<file path="src/source/cpu_pkg.sv">
// CPU package
// Field widths, instruction encodings, ALU controls and the records
// carried between decode, execute and writeback

`default_nettype none

package cpu_pkg;

    // ========================================================
    // Widths
    // ========================================================
    localparam int XLEN       = 32;   // Data path width
    localparam int REG_ADDR_W = 5;    // Also the shift amount width
    localparam int NUM_REGS   = 32;
    localparam int IMM_W      = 16;

    // ========================================================
    // Instruction encodings
    // ========================================================
    typedef enum logic [5:0] {
        OP_RTYPE = 6'h00,   // Operation picked by funct
        OP_ADDI  = 6'h08,
        OP_ANDI  = 6'h0C,
        OP_ORI   = 6'h0D,
        OP_LUI   = 6'h0F
    } opcode_e;

    typedef enum logic [5:0] {
        FN_SLL     = 6'h00,
        FN_SYSCALL = 6'h0C,
        FN_ADD     = 6'h20,
        FN_SUB     = 6'h22,
        FN_AND     = 6'h24,
        FN_OR      = 6'h25,
        FN_SLT     = 6'h2A
    } funct_e;

    // ALU controls
    typedef enum logic [2:0] {
        ALU_ADD, ALU_SUB, ALU_AND, ALU_OR, ALU_SLT, ALU_SLL, ALU_LUI
    } alu_op_e;

    typedef enum logic [1:0] {
        OPB_REG,    // rt value
        OPB_SIMM,   // Sign-extended immediate
        OPB_ZIMM,   // Zero-extended immediate
        OPB_SHAMT   // Shift amount field
    } operand_b_e;

    // ========================================================
    // Stage records
    // ========================================================
    typedef struct packed {
        alu_op_e                alu_op;
        operand_b_e             opb_sel;
        logic                   wen;      // Already low for r0
        logic [REG_ADDR_W-1:0]  waddr;
        logic                   chk_ovf;  // Add/sub family only
        logic                   syscall;
    } ctrl_t;

    typedef struct packed {
        logic                   valid;
        ctrl_t                  ctrl;
        logic [XLEN-1:0]        rs_val;   // After forwarding
        logic [XLEN-1:0]        rt_val;
        logic [IMM_W-1:0]       imm;
        logic [REG_ADDR_W-1:0]  shamt;
    } id_ex_t;

    // One bypass source
    typedef struct packed {
        logic                   wen;
        logic [REG_ADDR_W-1:0]  waddr;
        logic [XLEN-1:0]        data;
    } fwd_t;

    typedef struct packed {
        logic                   valid;
        logic                   wen;
        logic [REG_ADDR_W-1:0]  waddr;
        logic [XLEN-1:0]        data;
        logic                   overflow;
        logic                   syscall;
    } retire_t;

endpackage

`default_nettype wire

</file>
<file path="src/source/alu.sv">
// Integer ALU
// Add, subtract, logic, signed compare, left shift and upper
// immediate load, plus signed overflow for add and subtract

`timescale 1ns/1ps
`default_nettype none

module alu
    import cpu_pkg::*;
(
    input  alu_op_e         op,
    input  logic [XLEN-1:0] a,
    input  logic [XLEN-1:0] b,
    output logic [XLEN-1:0] result,
    output logic            overflow
);

    logic [XLEN-1:0] sum;
    logic [XLEN-1:0] diff;

    assign sum  = a + b;    // Wraps mod 2^32
    assign diff = a - b;

    always_comb begin
        overflow = 1'b0;
        case (op)
            ALU_ADD: begin
                result = sum;
                // Same-sign operands, result sign flipped
                overflow = (a[XLEN-1] == b[XLEN-1]) && (sum[XLEN-1] != a[XLEN-1]);
            end
            ALU_SUB: begin
                result = diff;
                // Opposite-sign operands, result sign differs from a
                overflow = (a[XLEN-1] != b[XLEN-1]) && (diff[XLEN-1] != a[XLEN-1]);
            end
            ALU_AND: result = a & b;
            ALU_OR:  result = a | b;
            ALU_SLT: result = {{(XLEN-1){1'b0}}, $signed(a) < $signed(b)};
            ALU_SLL: result = a << b[REG_ADDR_W-1:0];   // Only the low 5 bits count
            ALU_LUI: result = {b[IMM_W-1:0], {(XLEN-IMM_W){1'b0}}};
            default: result = '0;
        endcase
    end

endmodule

`default_nettype wire

</file>
<file path="src/source/decode_stage.sv">
// Decode stage
// Decodes the strobed instruction, reads rs and rt, picks the newest
// value of each through the bypass network and registers the result
// into the decode/execute record

`timescale 1ns/1ps
`default_nettype none

module decode_stage
    import cpu_pkg::*;
(
    input  logic            clk,
    input  logic            rst,
    input  logic            inst_valid,
    input  logic [XLEN-1:0] inst,
    input  fwd_t            ex_fwd,
    input  retire_t         retire,
    output id_ex_t          id_ex
);

    logic [REG_ADDR_W-1:0]  rs;
    logic [REG_ADDR_W-1:0]  rt;
    logic [XLEN-1:0]        rf_rs;      // Raw register file reads
    logic [XLEN-1:0]        rf_rt;
    logic [XLEN-1:0]        rs_fwd;     // After bypass
    logic [XLEN-1:0]        rt_fwd;
    ctrl_t                  ctrl;

    // Decode/execute register
    logic                   valid_q;
    ctrl_t                  ctrl_q;
    logic [XLEN-1:0]        rs_q;
    logic [XLEN-1:0]        rt_q;
    logic [IMM_W-1:0]       imm_q;
    logic [REG_ADDR_W-1:0]  shamt_q;

    assign rs = inst[25:21];
    assign rt = inst[20:16];

    inst_decoder u_dec (
        .inst (inst),
        .ctrl (ctrl)
    );

    register_file u_rf (
        .clk    (clk),
        .rst    (rst),
        .raddr0 (rs),
        .raddr1 (rt),
        .rdata0 (rf_rs),
        .rdata1 (rf_rt),
        .wr     (retire)        // Writeback port
    );

    // ========================================================
    // Bypass, newest producer wins
    // ========================================================
    function automatic logic [XLEN-1:0] pick_operand(
        input logic [REG_ADDR_W-1:0] addr,
        input logic [XLEN-1:0]       rf_val,
        input fwd_t                  ex_src,
        input retire_t               wb_src
    );
        if (addr == '0)
            return '0;
        if (ex_src.wen && ex_src.waddr == addr)
            return ex_src.data;         // Distance 1
        if (wb_src.valid && wb_src.wen && wb_src.waddr == addr)
            return wb_src.data;         // Distance 2
        return rf_val;                  // Already in the file
    endfunction

    assign rs_fwd = pick_operand(rs, rf_rs, ex_fwd, retire);
    assign rt_fwd = pick_operand(rt, rf_rt, ex_fwd, retire);

    // ========================================================
    // Pipeline register
    // ========================================================
    always_ff @(posedge clk or posedge rst) begin
        if (rst)
            valid_q <= 1'b0;
        else
            valid_q <= inst_valid;
    end

    always_ff @(posedge clk) begin     // Payload, qualified by valid_q
        ctrl_q  <= ctrl;
        rs_q    <= rs_fwd;
        rt_q    <= rt_fwd;
        imm_q   <= inst[IMM_W-1:0];
        shamt_q <= inst[10:6];
    end

    assign id_ex = '{valid: valid_q, ctrl: ctrl_q, rs_val: rs_q, rt_val: rt_q,
                     imm: imm_q, shamt: shamt_q};

endmodule

`default_nettype wire

</file>
<file path="src/source/execute_stage.sv">
// Execute stage
// Builds the ALU operands, runs the ALU, offers the live result as
// a bypass source and registers the retire record

`timescale 1ns/1ps
`default_nettype none

module execute_stage
    import cpu_pkg::*;
(
    input  logic    clk,
    input  logic    rst,
    input  id_ex_t  id_ex,
    output fwd_t    ex_fwd,
    output retire_t retire
);

    logic [XLEN-1:0] op_a;
    logic [XLEN-1:0] op_b;
    logic [XLEN-1:0] alu_result;
    logic            alu_ovf;

    // SLL shifts rt, everything else starts from rs
    assign op_a = (id_ex.ctrl.opb_sel == OPB_SHAMT) ? id_ex.rt_val : id_ex.rs_val;

    always_comb begin
        case (id_ex.ctrl.opb_sel)
            OPB_SIMM:  op_b = {{(XLEN-IMM_W){id_ex.imm[IMM_W-1]}}, id_ex.imm};
            OPB_ZIMM:  op_b = {{(XLEN-IMM_W){1'b0}}, id_ex.imm};
            OPB_SHAMT: op_b = {{(XLEN-REG_ADDR_W){1'b0}}, id_ex.shamt};
            default:   op_b = id_ex.rt_val;
        endcase
    end

    alu u_alu (
        .op       (id_ex.ctrl.alu_op),
        .a        (op_a),
        .b        (op_b),
        .result   (alu_result),
        .overflow (alu_ovf)
    );

    // Live bypass for the instruction now in decode
    assign ex_fwd = '{wen:   id_ex.valid & id_ex.ctrl.wen,
                      waddr: id_ex.ctrl.waddr,
                      data:  alu_result};

    always_ff @(posedge clk or posedge rst) begin
        if (rst) begin
            retire <= '0;
        end else begin
            retire.valid    <= id_ex.valid;
            retire.wen      <= id_ex.valid & id_ex.ctrl.wen;
            retire.waddr    <= id_ex.ctrl.waddr;
            retire.data     <= id_ex.ctrl.wen ? alu_result : '0;  // No-ops retire zero
            retire.overflow <= id_ex.valid & id_ex.ctrl.chk_ovf & alu_ovf;
            retire.syscall  <= id_ex.valid & id_ex.ctrl.syscall;
        end
    end

endmodule

`default_nettype wire

</file>
<file path="src/source/inst_decoder.sv">
// Instruction decoder
// Turns one 32-bit instruction into the control record of the
// execute stage. Unknown encodings and writes to r0 come out with
// the write enable already cleared

`timescale 1ns/1ps
`default_nettype none

module inst_decoder
    import cpu_pkg::*;
(
    input  logic [XLEN-1:0] inst,
    output ctrl_t           ctrl
);

    opcode_e                opcode;
    funct_e                 funct;
    logic [REG_ADDR_W-1:0]  rt;
    logic [REG_ADDR_W-1:0]  rd;

    // Field split
    assign opcode = opcode_e'(inst[31:26]);
    assign funct  = funct_e'(inst[5:0]);
    assign rt     = inst[20:16];
    assign rd     = inst[15:11];

    always_comb begin
        ctrl         = '0;
        ctrl.alu_op  = ALU_ADD;
        ctrl.opb_sel = OPB_REG;

        case (opcode)
            OP_RTYPE: begin
                ctrl.waddr = rd;            // R-type writes rd
                case (funct)
                    FN_ADD: begin
                        ctrl.wen     = 1'b1;
                        ctrl.chk_ovf = 1'b1;
                    end
                    FN_SUB: begin
                        ctrl.alu_op  = ALU_SUB;
                        ctrl.wen     = 1'b1;
                        ctrl.chk_ovf = 1'b1;
                    end
                    FN_AND: begin
                        ctrl.alu_op = ALU_AND;
                        ctrl.wen    = 1'b1;
                    end
                    FN_OR: begin
                        ctrl.alu_op = ALU_OR;
                        ctrl.wen    = 1'b1;
                    end
                    FN_SLT: begin
                        ctrl.alu_op = ALU_SLT;
                        ctrl.wen    = 1'b1;
                    end
                    FN_SLL: begin
                        ctrl.alu_op  = ALU_SLL;
                        ctrl.opb_sel = OPB_SHAMT;   // rt goes to port a
                        ctrl.wen     = 1'b1;
                    end
                    FN_SYSCALL: ctrl.syscall = 1'b1;
                    default: ;                      // Unknown funct
                endcase
            end
            OP_ADDI: begin
                ctrl.opb_sel = OPB_SIMM;
                ctrl.waddr   = rt;
                ctrl.wen     = 1'b1;
                ctrl.chk_ovf = 1'b1;
            end
            OP_ANDI: begin
                ctrl.alu_op  = ALU_AND;
                ctrl.opb_sel = OPB_ZIMM;
                ctrl.waddr   = rt;
                ctrl.wen     = 1'b1;
            end
            OP_ORI: begin
                ctrl.alu_op  = ALU_OR;
                ctrl.opb_sel = OPB_ZIMM;
                ctrl.waddr   = rt;
                ctrl.wen     = 1'b1;
            end
            OP_LUI: begin
                ctrl.alu_op  = ALU_LUI;
                ctrl.opb_sel = OPB_ZIMM;
                ctrl.waddr   = rt;
                ctrl.wen     = 1'b1;
            end
            default: ;                              // Retires as a no-op
        endcase

        // r0 is never written
        if (ctrl.waddr == '0)
            ctrl.wen = 1'b0;
        if (!ctrl.wen)
            ctrl.waddr = '0;    // Keeps retire fields clean for no-ops
    end

endmodule

`default_nettype wire

</file>
<file path="src/source/pipeline_cpu.sv">
// Pipelined CPU top
// Three stages, decode, execute and writeback. One instruction per
// strobe, each retiring two cycles after its strobe

`timescale 1ns/1ps
`default_nettype none

module pipeline_cpu
    import cpu_pkg::*;
(
    input  logic            clk,
    input  logic            rst,
    input  logic            inst_valid,
    input  logic [XLEN-1:0] inst,
    output retire_t         retire
);

    id_ex_t id_ex;
    fwd_t   ex_fwd;

    decode_stage u_decode (
        .clk        (clk),
        .rst        (rst),
        .inst_valid (inst_valid),
        .inst       (inst),
        .ex_fwd     (ex_fwd),
        .retire     (retire),   // Writeback and second bypass source
        .id_ex      (id_ex)
    );

    execute_stage u_execute (
        .clk    (clk),
        .rst    (rst),
        .id_ex  (id_ex),
        .ex_fwd (ex_fwd),
        .retire (retire)
    );

endmodule

`default_nettype wire

</file>
<file path="src/source/register_file.sv">
// Register file
// 31 general registers with two combinational read ports and one
// write port fed from the retire record. r0 always reads zero

`timescale 1ns/1ps
`default_nettype none

module register_file
    import cpu_pkg::*;
(
    input  logic                  clk,
    input  logic                  rst,
    input  logic [REG_ADDR_W-1:0] raddr0,
    input  logic [REG_ADDR_W-1:0] raddr1,
    output logic [XLEN-1:0]       rdata0,
    output logic [XLEN-1:0]       rdata1,
    input  retire_t               wr
);

    logic [XLEN-1:0] regs [1:NUM_REGS-1];   // No storage for r0

    always_ff @(posedge clk or posedge rst) begin
        if (rst) begin
            for (int i = 1; i < NUM_REGS; i++)
                regs[i] <= '0;
        end else if (wr.valid && wr.wen) begin
            regs[wr.waddr] <= wr.data;
        end
    end

    // Plain reads with no bypass
    assign rdata0 = (raddr0 == '0) ? '0 : regs[raddr0];
    assign rdata1 = (raddr1 == '0) ? '0 : regs[raddr1];

endmodule

`default_nettype wire

</file>
<file path="config.mk">
export PLATFORM = sky130hd
export DESIGN_NAME = pipeline_cpu
export DESIGN_NICKNAME = d
export VERILOG_FILES = /design/src/source/cpu_pkg.sv /design/src/source/alu.sv /design/src/source/decode_stage.sv /design/src/source/execute_stage.sv /design/src/source/inst_decoder.sv /design/src/source/pipeline_cpu.sv /design/src/source/register_file.sv
export SDC_FILE = /design/constraint.sdc
export NUM_CORES = 2
export LEC_CHECK = 0
export BUFFER_PORTS_ARGS = -buffer_cell sky130_fd_sc_hd__buf_2
export CELL_PAD_IN_SITES_DETAIL_PLACEMENT = 1
export CELL_PAD_IN_SITES_GLOBAL_PLACEMENT = 1
export CORE_UTILIZATION = 30
export CTS_CLUSTER_SIZE = 20
export DETAILED_ROUTE_END_ITERATION = 7
export GPL_ROUTABILITY_DRIVEN = 0
export PLACE_DENSITY = 0.46
export RECOVER_POWER = 25
export SLEW_MARGIN = 20
export SYNTH_ARGS = -nofsm -noshare
export SYNTH_HDL_FRONTEND = slang
export SYNTH_SLANG_ARGS = --single-unit
</file>
<file path="constraint.sdc">
create_clock -name clk -period 52.2 [get_ports clk]
set_input_delay 10.44 -clock clk [delete_from_list [all_inputs] [get_ports clk]]
set_output_delay 10.44 -clock clk [all_outputs]
set_load 0.05 [all_outputs]
</file>
# --- Word level (Yosys, flattened, before mapping) ---
# Index checks and enable logic that the tools add are counted.
totals:
  ff_bits: 1132
  inputBits: 35
op_classes:
  n_addsub: 2
  n_lt_le_gt_ge: 5
  eq_ne: 27
  shift: 1
  muxes: 49
  n_bitwise: 9
  reduce_logical: 17
ops:
  columns: ["cell", "n"]
  rows:
  - ["bitwise mux 992 bit", 1]
  - ["2-to-1 mux 32 bit", 21]
  - ["binary-select mux 32 bit (select 5 bit)", 2]
  - ["case mux 32 bit (7 select lines)", 1]
  - ["demux 32 bit (select 5 bit)", 1]
  - ["case mux 32 bit (3 select lines)", 1]
  - ["adder 32 bit", 1]
  - ["AND 32 bit", 1]
  - ["< comparator 32 bit", 1]
  - ["bitwise OR 32 bit", 1]
  - ["<< shifter 32 x 5 -> 32 bit", 1]
  - ["subtractor 32 bit", 1]
  - ["equality test 6 x 4 -> 1 bit (second input constant)", 5]
  - ["equality test 6 bit (second input constant)", 5]
  - ["case mux 8 bit (3 select lines)", 1]
  - ["equality test 5 bit", 4]
  - ["greater-or-equal comparator 6 bit (second input constant)", 3]
  - ["NOT 5 -> 6 bit", 3]
  - ["2-to-1 mux 1 bit", 16]
  - ["logical NOT 5 bit", 3]
  - ["case mux 3 bit (5 select lines)", 1]
  - ["logical NOT 6 bit", 2]
  - ["case mux 3 bit (4 select lines)", 1]
  - ["equality test 3 bit (second input constant)", 3]
  - ["other kinds (15)", 30]

# --- Longest topological paths before layout ---
depth:
  ltp_word: 9
  depth_mapped: 21
  depth_no_buf: 15

# --- Cells and area by module ---
# From an unflattened synthesis, not the netlist that was laid out.
hier_totals:
  hier_cells: 5701
  area_unflattened_um2: 67687.4
modules_own_cells:
  columns: ["mod", "instances", "cells_per_inst", "area_per_inst_um2", "seq_area_each_um2"]
  rows:
  - ["register_file", 1, 4024, 53717.8, 24823.8]
  - ["alu", 1, 973, 6779.0, 0.0]
  - ["decode_stage", 1, 448, 4391.7, 1886.8]
  - ["execute_stage", 1, 202, 2424.8, 1026.0]
  - ["inst_decoder", 1, 54, 374.1, 0.0]

# --- Worst setup path before layout ---
# OpenSTA, ideal clock, no wires.
synth_timing:
  kind: "input port to flip-flop"
  startpoint: "input inst[21]"
  endpoint: "register u_decode.rs_q[10]"
  arrival_ps: 12825
  required_time_ps: 52084
  setup_slack_ps: 39259
  path_stages: 10
  path_cell_list: "clkbuf_1 -> buf_2 -> buf_1 -> mux4_2 -> mux4_2 -> mux2i_1 -> nand2_1 -> o21ai_0 -> nand2_1 -> o211a_1"
synth_via:
  elab_chain_cells: 8
  elab_cells_between_ends: 21
  classes_between: "eq/ne (2); mux (15); bitwise (1); reduce/logical (3)"
synth_lines:
  columns: ["item", "line_no", "text"]
  rows:
  - ["start: declaration", "pipeline_cpu.sv:14", "input logic [XLEN-1:0] inst,"]
  - ["NOT 5 -> 6 bit (not written as such) / equality test 5 bit (equally long branches)", "register_file.sv:32, decode_stage.sv:68", null]
  - ["binary-select mux 32 bit (select 5 bit) / logical AND 1 bit (equally long branches)", "register_file.sv:32, decode_stage.sv:68", null]
  - ["2-to-1 mux 32 bit (not written as such) / 2-to-1 mux 1 bit (equally long branches) (2 in a row)", "register_file.sv:32, decode_stage.sv:68", null]
  - ["2-to-1 mux 32 bit / 2-to-1 mux 1 bit (equally long branches)", "register_file.sv:32, decode_stage.sv:66", null]
  - ["2-to-1 mux 32 bit", "decode_stage.sv:70", "return rf_val;"]
  - ["2-to-1 mux 32 bit", "decode_stage.sv:68", "if (wb_src.valid && wb_src.wen && wb_src.waddr == addr)"]
  - ["2-to-1 mux 32 bit *", "decode_stage.sv:66", "if (ex_src.wen && ex_src.waddr == addr)"]
  - ["end signal: assignment", "decode_stage.sv:88", "rs_q <= rs_fwd;"]
  - ["end: declaration", "decode_stage.sv:32", "logic [XLEN-1:0] rs_q;"]
# Every way passes the cells marked *; elsewhere a longest branch is shown, timed or not. The select of a mux whose other input is x is not followed.
# A chain may end at the register's enable or synchronous reset.

# --- Worst setup path in the final report ---
layout_timing:
  startpoint: "input inst[16]"
  endpoint: "register u_decode.rt_q[26]"
layout_via:
  elab_chain_cells: 8
  elab_cells_between_ends: 21
  classes_between: "eq/ne (2); mux (15); bitwise (1); reduce/logical (3)"
layout_lines:
  columns: ["item", "line_no", "text"]
  rows:
  - ["NOT 5 -> 6 bit (not written as such) / equality test 5 bit (equally long branches)", "register_file.sv:33, decode_stage.sv:68", null]
  - ["binary-select mux 32 bit (select 5 bit) / logical AND 1 bit (equally long branches)", "register_file.sv:33, decode_stage.sv:68", null]
  - ["2-to-1 mux 32 bit (not written as such) / 2-to-1 mux 1 bit (equally long branches) (2 in a row)", "register_file.sv:33, decode_stage.sv:68", null]
  - ["2-to-1 mux 32 bit / 2-to-1 mux 1 bit (equally long branches)", "register_file.sv:33, decode_stage.sv:66", null]
  - ["2-to-1 mux 32 bit", "decode_stage.sv:70", null]
  - ["2-to-1 mux 32 bit", "decode_stage.sv:68", null]
  - ["2-to-1 mux 32 bit *", "decode_stage.sv:66", null]
  - ["end signal: assignment", "decode_stage.sv:89", "rt_q <= rt_fwd;"]
  - ["end: declaration", "decode_stage.sv:33", "logic [XLEN-1:0] rt_q;"]
# Marked as above.

==> flow_metrics.env <==
export IMPL_fin_crit_sh=0.2641
export IMPL_cellLeakagePower_nw=33.49
export IMPL_rows=172
export IMPL_final_cells=8026
export IMPL_first_global_vias=47990
export IMPL_finalPower_mw=2.024
export IMPL_cp_top_family="buffers and inverters"
export IMPL_antenna_left=0
export IMPL_ys_seq_area_frac=0.4173
export IMPL_cts_root_buffer="clkbuf_16"
export IMPL_numPortBuffers=75
export IMPL_fin_crit_ns=13.79
export IMPL_hold_viol_final=0
export IMPL_final_nets=5087
export IMPL_maxCapViolCount=23
export IMPL_clk_pin_slew_ns=0.06
export IMPL_synth_top_area_share=0.3893
export IMPL_holdPathEnd="u_execute.retire[37]"
export IMPL_final_area_mm2=0.07482
export IMPL_preCtsSetupSlack_ns=37.37
export IMPL_ios=76
export IMPL_rr_worst_depth=15
export IMPL_core_mm2=0.2199
export IMPL_whs_path_depth=0
export IMPL_slew_headroom=-2.318
export IMPL_dp_cells=7765
export IMPL_syn_area_mm2=0.06647
export IMPL_ir_worst_vdd_mv=0.02859
export IMPL_crit_buf_inv=3
export IMPL_ctsHoldBuffers=0
export IMPL_clk_latency_ns=0.81
export IMPL_layout_drive_gt1_share=0.4137
export IMPL_min_path_type="flop to flop"
export IMPL_ys_warn_count=0
export IMPL_path_class="input pin to flop"
export IMPL_critical_path_slowest_cell="buf_4"
export IMPL_cts_tree="yes"
export IMPL_start_kind="input pin"
export IMPL_antenna_found_initial=12
export IMPL_dieArea_mm2=0.2235
export IMPL_rsz0062_at_grt="no"
export IMPL_chipWidth_um=472.7
export IMPL_grt_max_degree=127
export IMPL_rr_startpoint="u_decode.id_ex[93]"
export IMPL_synth_edf_count=0
export IMPL_ys_ff_latch=1127
export IMPL_hp_start="u_decode.id_ex[90]"
export IMPL_cts_resized=0
export IMPL_drc_errors=0
export IMPL_finClkSkew_ns=0.02682
export IMPL_worst_slew_pin_slew_ns=4.976
export IMPL_die_h_um=472.7
export IMPL_power_density_mw_per_mm2=27.05
export IMPL_ys_top_cells_by_area="dfrtp_1 39%, mux4_2 20%, mux2_2 17%, mux2i_1 4.1%, dfxtp_1 2.8%"
export IMPL_place_area_mm2=0.07020
export IMPL_synth_nets=5218
export IMPL_drv_slew=541
export IMPL_worstPathMaxFanout=77
export IMPL_cpPeakStageDelay_ns=0.87
export IMPL_tns_ns=0
export IMPL_violations="max-capacitance violations, max-slew violations"
export IMPL_status="finished with violations"
export IMPL_fin_ws_ns=38.41
export IMPL_avgSynthCellArea_um2=13.08
export IMPL_vias_per_cell=5.679
export IMPL_vias=45580
export IMPL_syn2layout_area_growth_pct=12.56
export IMPL_grt_total_usage=0.2425
export IMPL_cts_sinks=1127
export IMPL_setup_worst_path_end_class="flop"
export IMPL_start_util=0.3022
export IMPL_fmaxAchievable_ghz=0.07253
export IMPL_wl_per_cell_um=33.46
export IMPL_critPathRequiredTime_ns=52.89
export IMPL_r2r_setup_slack_ns=45.64
export IMPL_dpl_hpwl_um=165900
export IMPL_grt_pass1_wl_um=388100
export IMPL_crit_chain="buf_8 -> buf_4 -> buf_4 -> mux4_2 -> mux4_2 -> mux2i_1 -> o211ai_1 -> o211a_1"
export IMPL_cp_arrival_ns=14.48
export IMPL_drt_initial_drc_count=3143
export IMPL_r2r_end="u_decode.rt_q[28]"
export IMPL_ys_types=89
export IMPL_setup_violations=0
export IMPL_first_pass_iters=5
export IMPL_post_cts_setup_buffers=0
export IMPL_clock_path_buffers=3
export IMPL_netlist_instances=5082
export IMPL_htreeDepth=4
export IMPL_yosysTopAreaCell="dfrtp_1"
export IMPL_async_flop_share=0.9175
export IMPL_numCtsBuffers=140
export IMPL_drt_total_wl_um=268600
export IMPL_synth_top_flop_cell="dfrtp_1"
export IMPL_gr_total_overflow=0
## stage by stage
step           hold slack, ns  utilization
5_1_grt                0.4163       0.3402
6_report               0.4122       0.3402
4_1_cts                0.4111       0.3409
2_1_floorplan          0.3681            -
3_5_place_dp           0.4041       0.3192
3_3_place_gp           0.4009       0.3187
## worst max-delay path by stage
stage,from,endpoint,slack (ns),cells past startpoint
floorplan,rst,u_decode.u_rf.regs[0],12.66,1
global placement,inst[16],u_decode.rt_q[27],37.34,9
detailed placement,inst[16],u_decode.rt_q[26],37.37,8
CTS,inst[16],u_decode.rt_q[26],38.24,8
global route,inst[16],u_decode.rt_q[24],38.01,9
finish,inst[16],u_decode.rt_q[26],38.41,8
## cells by family after synthesis
kind of cell	synth area share
adder cells (fa/ha/maj)	0.01924
AND/OR/NAND/NOR	0.04546
flip-flops	0.4173
XOR/XNOR	0.005666
multiplexers	0.4108
buffers and inverters	0.03454
AO/OA/AOI/OAI	0.06703
## state kept, by name, indices dropped and copies added, names as in the netlist
name and cells:
u_decode.rt_q 32, u_decode.u_rf.regs 992, u_decode.valid_q 1, u_decode.imm_q 16, u_decode.id_ex 13, u_decode.rs_q 32
u_execute.retire 41
## placed cells by master (no fill, tap or decap), types with 16 or more instances in the layout
cell,instances
clkbuf_1,49
buf_2,66
o22ai_1,16
a31oi_1,23
dfxtp_1,87
mux2i_1,272
ha_1,99
mux2_2,1017
clkinv_2,17
mux4_2,579
a21oi_1,237
nand3_1,43
xor2_1,21
buf_4,117
nor2_1,198
a211oi_1,53
o211ai_1,16
nor2b_1,43
a22oi_1,24
dfrtp_1,1031
clkbuf_8,37
xnor2_1,22
nand2_1,188
a21o_1,19
nor3_1,37
inv_1,99
clkbuf_16,145
o21ai_0,143
o21a_1,26
## cell usage after synthesis (21+ instances only)
cell type and number:
dfxtp_1 93, a31oi_1 23, nand2_1 199, a211oi_1 54, o21ai_0 143, buf_1 121
xnor2_1 22, mux2i_1 275, o21a_1 26, a21oi_1 239, buf_2 47, nor2b_1 45
dfrtp_1 1034, mux4_2 579, nor2_1 204, a22oi_1 24, mux2_2 1018, xor2_1 21
inv_1 101, nand3_1 45, nor3_1 39, clkbuf_1 312, ha_1 99
## layout make-up
class                      instances  area [um2]
tap                             2958        3701
clock buffer                     219        4277
inverter                         106       407.9
clock inverter                    38       491.7
sequential                      1127       27750
timing repair buffer             211        1500
antenna                            2       5.005
multi-input combinational       3365       36680
fill                           23130      145100
## per-layer routing
| metal | share of wire | GRT usage | up-vias |
|---|---|---|---|
| met4 | 0.026 | 0.06476 | 4 |
| met5 | 0.000086 | 0 | - |
| met2 | 0.46 | 0.3818 | 951 |
| met1 | 0.47 | 0.3525 | 25250 |
| li1 | - | - | 19060 |
| met3 | 0.037 | 0.02665 | 308 |
## power by group
part           internal [mW]  switching (mW)  leakage [nW]
sequential             0.874         0.00228          15.2
combinational         0.0375          0.0882          15.9
clock                  0.613           0.409          2.35
total                   1.52           0.500          33.5
## worst register-to-register path, stage by stage, from the launching register on
cell and delay, ns:
dfxtp_2 0.54, buf_4 0.58, nor2b_2 0.53, buf_4 0.39, nand2_1 0.11, o21ai_0 0.36
ha_1 0.51, a211o_1 0.32, o211ai_1 0.17, a21oi_1 0.22, o211a_1 0.27, nor3_1 0.63
o21ai_0 0.28, or4_4 0.56, a31oi_2 0.77, a221oi_2 0.15
Power figures use the tool's default switching activity.
